--- src/orderBookDir_consts.svh ---
`ifndef ORDER_BOOK_DIR_CONSTS_SVH
`define ORDER_BOOK_DIR_CONSTS_SVH

// bytes in one feed word
`define WORD_BYTES 8

// width of input and realigned words
`define WORD_BITS (`WORD_BYTES * 8)

// aligned words kept from one directory message
`define MSG_WORDS 7

// byte position of the message start inside the first word
`define OFFSET_BITS 3

`endif

--- src/orderBookDirPkg.sv ---
`default_nettype none

`include "orderBookDir_consts.svh"

package orderBookDirPkg;

    typedef enum logic {
        IDLE,
        RUN
    } alignState_t;

    // position of an aligned word inside the message
    typedef enum logic [2:0] {
        W_HEADER  = 3'd0,
        W_SYMBOL  = 3'd1,
        W_ISIN_LO = 3'd2,
        W_ISIN_HI = 3'd3,
        W_SIZES   = 3'd4,
        W_LOTS    = 3'd5,
        W_NOMINAL = 3'd6
    } dirWord_e;

    typedef struct packed {
        logic [31:0]             timeStamp;
        logic [31:0]             orderBookId;
        logic [`WORD_BITS-1:0]   symbol;
        logic [95:0]             isin;
    } identityFields_t;

    typedef struct packed {
        logic [7:0]              financialProduct;
        logic [23:0]             tradingCurrency;
        logic [15:0]             decimalsInPrice;
        logic [15:0]             decimalsInNominalValue;
        logic [31:0]             oddLotSize;
        logic [31:0]             roundLotSize;
        logic [31:0]             blockLotSize;
        logic [`WORD_BITS-1:0]   nominalValue;
    } tradingFields_t;

endpackage

`default_nettype wire

--- src/wordAligner.sv ---
`timescale 1ns/1ps
`default_nettype none

`include "orderBookDir_consts.svh"

module wordAligner
    import orderBookDirPkg::*;
(
    input  wire logic                    clk,
    input  wire logic                    rst,
    input  wire logic [`WORD_BITS-1:0]   dataIn,
    input  wire logic                    wordValid,
    input  wire logic                    start,
    input  wire logic [`OFFSET_BITS-1:0] startOffset,
    output logic                         alignedValid,
    output logic [`WORD_BITS-1:0]        alignedWord,
    output dirWord_e                     alignedIndex
);

    localparam dirWord_e lastWord = dirWord_e'(`MSG_WORDS - 1);

    alignState_t state;
    dirWord_e wordIndex;
    logic [`OFFSET_BITS-1:0] offset;
    logic [`WORD_BITS-1:0] heldWord;
    logic [`WORD_BITS-1:0] joinedWord;
    logic [5:0] lowShift;
    logic [6:0] highShift;
    logic loadFirst;
    logic emitFirst;
    logic runBeat;

    assign loadFirst = (state == IDLE) && start && wordValid;
    assign emitFirst = loadFirst && (startOffset == '0);
    assign runBeat = (state == RUN) && wordValid;

    // upper bytes of the held word, low bytes of the new one on top
    always_comb begin
        lowShift = {offset, 3'b000};
        highShift = 7'(`WORD_BITS) - {1'b0, lowShift};
        if (offset == '0) begin
            joinedWord = dataIn;
        end else begin
            joinedWord = (heldWord >> lowShift) | (dataIn << highShift);
        end
    end

    always_ff @(posedge clk) begin
        if (rst) begin
            state <= IDLE;
            wordIndex <= W_HEADER;
            alignedValid <= 1'b0;
        end else begin
            alignedValid <= emitFirst || runBeat;
            if (loadFirst) begin
                state <= RUN;
                // offset 0 sends the header straight through
                if (startOffset == '0) begin
                    wordIndex <= W_SYMBOL;
                end
            end else if (runBeat) begin
                if (wordIndex == lastWord) begin
                    state <= IDLE;
                    wordIndex <= W_HEADER;
                end else begin
                    wordIndex <= dirWord_e'(wordIndex + 3'd1);
                end
            end
        end
    end

    always_ff @(posedge clk) begin
        if (loadFirst) begin
            offset <= startOffset;
        end
        if (loadFirst || runBeat) begin
            heldWord <= dataIn;
        end
        if (emitFirst || runBeat) begin
            alignedWord <= emitFirst ? dataIn : joinedWord;
            alignedIndex <= wordIndex;
        end
    end

endmodule

`default_nettype wire

--- src/identityFieldCapture.sv ---
`timescale 1ns/1ps
`default_nettype none

`include "orderBookDir_consts.svh"

module identityFieldCapture
    import orderBookDirPkg::*;
(
    input  wire logic                  clk,
    input  wire logic                  rst,
    input  wire logic                  alignedValid,
    input  wire logic [`WORD_BITS-1:0] alignedWord,
    input  wire dirWord_e              alignedIndex,
    output identityFields_t            fields,
    output logic                       complete
);

    always_ff @(posedge clk) begin
        if (rst) begin
            complete <= 1'b0;
        end else begin
            complete <= alignedValid && (alignedIndex == W_ISIN_HI);
        end
    end

    always_ff @(posedge clk) begin
        if (alignedValid) begin
            case (alignedIndex)
                W_HEADER: begin
                    fields.timeStamp <= alignedWord[31:0];
                    fields.orderBookId <= alignedWord[63:32];
                end
                W_SYMBOL: begin
                    fields.symbol <= alignedWord;
                end
                W_ISIN_LO: begin
                    fields.isin[63:0] <= alignedWord;
                end
                // upper half of this word belongs to the trading side
                W_ISIN_HI: begin
                    fields.isin[95:64] <= alignedWord[31:0];
                end
                default: begin
                end
            endcase
        end
    end

endmodule

`default_nettype wire

--- src/tradingFieldCapture.sv ---
`timescale 1ns/1ps
`default_nettype none

`include "orderBookDir_consts.svh"

module tradingFieldCapture
    import orderBookDirPkg::*;
(
    input  wire logic                  clk,
    input  wire logic                  rst,
    input  wire logic                  alignedValid,
    input  wire logic [`WORD_BITS-1:0] alignedWord,
    input  wire dirWord_e              alignedIndex,
    output tradingFields_t             fields,
    output logic                       complete
);

    always_ff @(posedge clk) begin
        if (rst) begin
            complete <= 1'b0;
        end else begin
            complete <= alignedValid && (alignedIndex == W_NOMINAL);
        end
    end

    always_ff @(posedge clk) begin
        if (alignedValid) begin
            case (alignedIndex)
                // product and currency share the word with the isin tail
                W_ISIN_HI: begin
                    fields.financialProduct <= alignedWord[39:32];
                    fields.tradingCurrency <= alignedWord[63:40];
                end
                W_SIZES: begin
                    fields.decimalsInPrice <= alignedWord[15:0];
                    fields.decimalsInNominalValue <= alignedWord[31:16];
                    fields.oddLotSize <= alignedWord[63:32];
                end
                W_LOTS: begin
                    fields.roundLotSize <= alignedWord[31:0];
                    fields.blockLotSize <= alignedWord[63:32];
                end
                W_NOMINAL: begin
                    fields.nominalValue <= alignedWord;
                end
                default: begin
                end
            endcase
        end
    end

endmodule

`default_nettype wire

--- src/directoryRecordAssembler.sv ---
`timescale 1ns/1ps
`default_nettype none

module directoryRecordAssembler
    import orderBookDirPkg::*;
(
    input  wire logic            clk,
    input  wire logic            rst,
    input  wire identityFields_t identity,
    input  wire logic            identityComplete,
    input  wire tradingFields_t  trading,
    input  wire logic            tradingComplete,
    output identityFields_t      identityOut,
    output tradingFields_t       tradingOut,
    output logic                 recordValid
);

    // identity half of the current message is in
    logic identityDone;
    logic loadRecord;

    assign loadRecord = tradingComplete && identityDone;

    always_ff @(posedge clk) begin
        if (rst) begin
            identityDone <= 1'b0;
            recordValid <= 1'b0;
            identityOut <= '0;
            tradingOut <= '0;
        end else begin
            recordValid <= loadRecord;
            if (identityComplete) begin
                identityDone <= 1'b1;
            end else if (loadRecord) begin
                identityDone <= 1'b0;
            end
            if (loadRecord) begin
                identityOut <= identity;
                tradingOut <= trading;
            end
        end
    end

endmodule

`default_nettype wire

--- src/orderBookDirectoryParser.sv ---
`timescale 1ns/1ps
`default_nettype none

`include "orderBookDir_consts.svh"

module orderBookDirectoryParser
    import orderBookDirPkg::*;
(
    input  wire logic                    clk,
    input  wire logic                    rst,
    input  wire logic [`WORD_BITS-1:0]   dataIn,
    input  wire logic                    wordValid,
    input  wire logic                    start,
    input  wire logic [`OFFSET_BITS-1:0] startOffset,
    output logic                         recordValid,
    output logic [31:0]                  timeStamp,
    output logic [31:0]                  orderBookId,
    output logic [`WORD_BITS-1:0]        symbol,
    output logic [95:0]                  isin,
    output logic [7:0]                   financialProduct,
    output logic [23:0]                  tradingCurrency,
    output logic [15:0]                  decimalsInPrice,
    output logic [15:0]                  decimalsInNominalValue,
    output logic [31:0]                  oddLotSize,
    output logic [31:0]                  roundLotSize,
    output logic [31:0]                  blockLotSize,
    output logic [`WORD_BITS-1:0]        nominalValue
);

    logic alignedValid;
    logic [`WORD_BITS-1:0] alignedWord;
    dirWord_e alignedIndex;
    identityFields_t identity;
    identityFields_t identityOut;
    tradingFields_t trading;
    tradingFields_t tradingOut;
    logic identityComplete;
    logic tradingComplete;

    wordAligner alignerInst (
        .clk          (clk),
        .rst          (rst),
        .dataIn       (dataIn),
        .wordValid    (wordValid),
        .start        (start),
        .startOffset  (startOffset),
        .alignedValid (alignedValid),
        .alignedWord  (alignedWord),
        .alignedIndex (alignedIndex)
    );

    // the two capture units see the same aligned stream
    identityFieldCapture identityInst (
        .clk          (clk),
        .rst          (rst),
        .alignedValid (alignedValid),
        .alignedWord  (alignedWord),
        .alignedIndex (alignedIndex),
        .fields       (identity),
        .complete     (identityComplete)
    );

    tradingFieldCapture tradingInst (
        .clk          (clk),
        .rst          (rst),
        .alignedValid (alignedValid),
        .alignedWord  (alignedWord),
        .alignedIndex (alignedIndex),
        .fields       (trading),
        .complete     (tradingComplete)
    );

    directoryRecordAssembler assemblerInst (
        .clk              (clk),
        .rst              (rst),
        .identity         (identity),
        .identityComplete (identityComplete),
        .trading          (trading),
        .tradingComplete  (tradingComplete),
        .identityOut      (identityOut),
        .tradingOut       (tradingOut),
        .recordValid      (recordValid)
    );

    assign timeStamp = identityOut.timeStamp;
    assign orderBookId = identityOut.orderBookId;
    assign symbol = identityOut.symbol;
    assign isin = identityOut.isin;
    assign financialProduct = tradingOut.financialProduct;
    assign tradingCurrency = tradingOut.tradingCurrency;
    assign decimalsInPrice = tradingOut.decimalsInPrice;
    assign decimalsInNominalValue = tradingOut.decimalsInNominalValue;
    assign oddLotSize = tradingOut.oddLotSize;
    assign roundLotSize = tradingOut.roundLotSize;
    assign blockLotSize = tradingOut.blockLotSize;
    assign nominalValue = tradingOut.nominalValue;

endmodule

`default_nettype wire

--- config.mk ---
export PLATFORM = sky130hd
export DESIGN_NAME = orderBookDirectoryParser
export DESIGN_NICKNAME = d
export VERILOG_FILES = /design/src/orderBookDirPkg.sv /design/src/wordAligner.sv /design/src/identityFieldCapture.sv /design/src/tradingFieldCapture.sv /design/src/directoryRecordAssembler.sv /design/src/orderBookDirectoryParser.sv
export VERILOG_INCLUDE_DIRS = /design/src
export SDC_FILE = /design/constraint.sdc
export NUM_CORES = 1
export LEC_CHECK = 0
export BUFFER_PORTS_ARGS = -buffer_cell sky130_fd_sc_hd__buf_2
export CAP_MARGIN = 25
export CORE_ASPECT_RATIO = 1.4
export CORE_UTILIZATION = 51
export CTS_CLUSTER_SIZE = 20
export DETAILED_ROUTE_END_ITERATION = 10
export GPL_ROUTABILITY_DRIVEN = 0
export GPL_TIMING_DRIVEN = 0
export MAX_ROUTING_LAYER = met4
export PLACE_DENSITY_LB_ADDON = 0.12
export SYNTH_ARGS = -nofsm -noshare
export SYNTH_HDL_FRONTEND = slang
export SYNTH_SLANG_ARGS = --single-unit
--- constraint.sdc ---
create_clock -name clk -period 5.9 [get_ports clk]
set_clock_uncertainty 0.2 [all_clocks]
set_input_delay 1.18 -clock clk [delete_from_list [all_inputs] [get_ports clk]]
set_output_delay 1.18 -clock clk [all_outputs]
set_load 0.1 [all_outputs]
==> flow_summary.yaml <==
run_status:
  status: "finished, final reports clean"
routing:
  via_per_inst: 5.64
  postRouteAntennaNets: 0
  finalWirelength_mm: 125
  drt_iter0_drc: 2825
  wl_per_cell_um: 26.1
  vias: 27088
  drt_first_pass_iters: 7
  drc_errors: 0
logic_synthesis:
  synth_area_leaders: "edfxtp_1 47%, dfxtp_1 25%, nand2_1 9.6%"
  async_reset_ff_share_pct: 0
  synth_compound_area_share_pct: 9.43
  synthXorXnorAreaFrac_pct: 0
  avgSynthCellArea_um2: 11.8
  synth_top_area_share_pct: 47.1
  synth_top_family_by_area: "simple AND/OR/NAND/NOR gates"
  synth.distinct_cells: 49
  ys.warnings.count: 0
  yosysTopAreaCell: "edfxtp_1"
  synth-seq-cells: 1039
  yosys.area_share.simple_pct: 11.5
  syn_inst: 3137
  synth_fa_ha_area_share_pct: 0.0675
  syn_nets: 3210
  ys.flop_type: "edfxtp_1"
  synth.most_common_cell: "nand2_1"
  synthTopCellsByCount: "948 x nand2_1, 582 x edfxtp_1, 491 x a21oi_1, 457 x dfxtp_1, 157 x clkbuf_1"
  synth.area.mux_share_pct: 4.74
  synth.cell_area_um2: 37100
  seq_area_frac_synth_pct: 71.8
  synth-edff-count: 582
worst_setup_path:
  path_max_fanout: 10
  cp-end-kind: "flop"
  cpPeakStageDelay_ns: 0.96
  setup.worst_path.class: "reg2reg"
  crit_chain: "buf_6, inv_1, buf_2, buf_2, ha_1, buf_2, buf_2, mux2i_1, mux2i_1, a221oi_1, a21oi_1"
  arrival_ns: 5.16
  path_common_cell: "buf_2"
  crit_slowest_cell: "a221oi_1"
  startpoint_type: "flop"
  cp.required_ns: 6.06
placement:
  dp_cells: 4627
  hpwl_mm: 91.4
  numPortBuffers: 518
sta:
  worst_slew_pin_slew_ns: 1.25
  final_max_slew_viol_count: 0
  fin_setup_tns_ns: 0
  finalCritPeriodShare_pct: 84.7
  finalHoldViolations: 0
  fmax_ghz: 0.200
  slew_headroom_pct: 16.9
  rsz0062_at_grt: "no"
  final-setup-viol-count: 0
  hold_slack_ns: 0.251
  min_period_ns: 5.00
power_and_ir_drop:
  power_density_nw_per_um2: 331
  p_leak_nw: 16.4
  peakVddDrop_uv: 229
  total_power_w: 0.0148
clock_network:
  cts_tree: "built"
  cts_buffers: 94
  clk_latency_ns: 0.67
  cts-htree-levels: 3
  hold_buffers: 0
  post_cts_buffers: 0
  cts_num_sinks: 1039
  clk_pin_slew_ns: 0.06
  cts_root_buffer: "clkbuf_16"
  cts_resized: 0
  cts_buffer_depth: 3
floorplanning:
  rows: 116
  die_h_um: 321
  die-area_um2: 73800
  core_um2: 71700
  num_io_pins: 520
  die_x_um: 230
  initial_core_util_pct: 51.7
global_routing:
  grtUsageMet1_pct: 42.0
  grt_pass1_vias: 25318
  grt_first_pass_wirelength_mm: 175
  busiest_layer: "met2"
  global_route.usage.met3_pct: 6.78
  antenna_found_initial: 6
  grt_use_met2_pct: 54.5
  grt_usage_pct: 34.4
  grt_max_degree: 68
  overflow: 0
min_path:
  hp-class: "reg2reg"
cells_and_area:
  fin_cells: 4807
  finalNetCount: 3852
  drive_gt1_share_pct: 20.5
  fin_util_pct: 62.2
  areaGrowthSynthToFinish_pct: 20.3
flow_run:
  drv_cap: 0
[stage by stage]
stage               area, um2  setup slack, ns
floorplan               37100            0.212
global placement        40900            -3.01
detailed placement      41400             1.70
CTS                     44600             1.71
global route            44600             1.10
finish                  44600            0.901
[routing by layer]
| metal | vias up | share of wire, % | wire (um) |
|---|---|---|---|
| li1 | 12224 | - | - |
| met1 | 13097 | 38 | 48000 |
| met2 | 1401 | 47 | 59500 |
| met3 | 366 | 8.4 | 10600 |
| met4 | 0 | 5.7 | 7180 |
| met5 | - | 0 | 0 |
[path summary, 6_finish.rpt]
| kind | from | to | slack [ns] | depth (start not counted) |
|---|---|---|---|---|
| min reg2reg | assemblerInst.identityOut[50] | assemblerInst.identityOut[50] | 0.25 | 2 |
| max reg2reg | alignerInst.offset[0] | alignerInst.alignedWord[49] | 0.90 | 11 |
| max | alignerInst.offset[0] | alignerInst.alignedWord[49] | 0.90 | 11 |
| min | assemblerInst.identityOut[50] | assemblerInst.identityOut[50] | 0.25 | 2 |
[cell type report]
type	instances	area, um2
Fill cell	5872	27100
Clock buffer	134	2770
Buffer	211	900
Timing Repair Buffer	546	3040
Multi-Input combinational cell	1882	9600
Clock inverter	44	470
Tap cell	944	1180
Sequential cell	1039	26600
Antenna cell	2	5.00
Inverter	5	21.3
[state kept, by name, indices dropped and copies added, names as in the netlist]
name and count:
alignerInst.alignedIndex 3, alignerInst.alignedValid 1, alignerInst.alignedWord 64, alignerInst.heldWord 64, alignerInst.offset 3, alignerInst.state 1, alignerInst.wordIndex 3, assemblerInst.identityDone 1
assemblerInst.identityOut 224, assemblerInst.recordValid 1, assemblerInst.tradingOut 224, identityInst.complete 1, identityInst.fields 224, tradingInst.complete 1, tradingInst.fields 224
[placed cells by master (no fill, tap or decap), types with 6 or more instances in the layout]
cell       count
nor2b_1        9
buf_2        541
or3_1          6
nand2_1      948
clkinv_1       9
buf_8          8
buf_1         16
mux2_2        30
bufinv_16      7
a32oi_1        8
mux2i_1      115
o2bb2ai_1     25
buf_4         10
a31oi_1       20
a222oi_1       6
a21oi_1      491
o22ai_1       13
a221oi_1      16
buf_6         15
mux4_2        12
clkbuf_1     178
o21a_1         6
clkinv_2      19
a2bb2oi_1      6
edfxtp_1     582
o21ai_0       10
clkbuf_8      12
buf_12         8
clkbuf_16    101
nand2b_1       7
a22o_1         6
nor2_1       103
dfxtp_1      457
[cells by family (layout without fill, tap and decap cells)]
kind of cell               count (synthesis)  count (layout)
AOI/OAI and AO/OA                        622             622
adders and majority gates                  2               2
buffers and inverters                    216             940
DFF                                     1039            1039
muxes                                    157             157
other                                      0               2
and+or+nand+nor                         1101            1101
[power breakdown]
group          total, W  internal, W  leakage [nW]  switching (W)
combinational  0.000618     0.000187          5.84       0.000430
clock           0.00635      0.00361          1.59        0.00274
sequential      0.00781      0.00771          8.96       0.000103
[worst max-delay path: cells and delay by family (launching register included)]
family / cells / cell delay [ns]
buf+inv: 6 / 1.80
flops: 1 / 0.52
mux: 2 / 0.74
compound gates: 2 / 1.19
fa+ha+maj: 1 / 0.25
(Power assumes the default switching activity.)
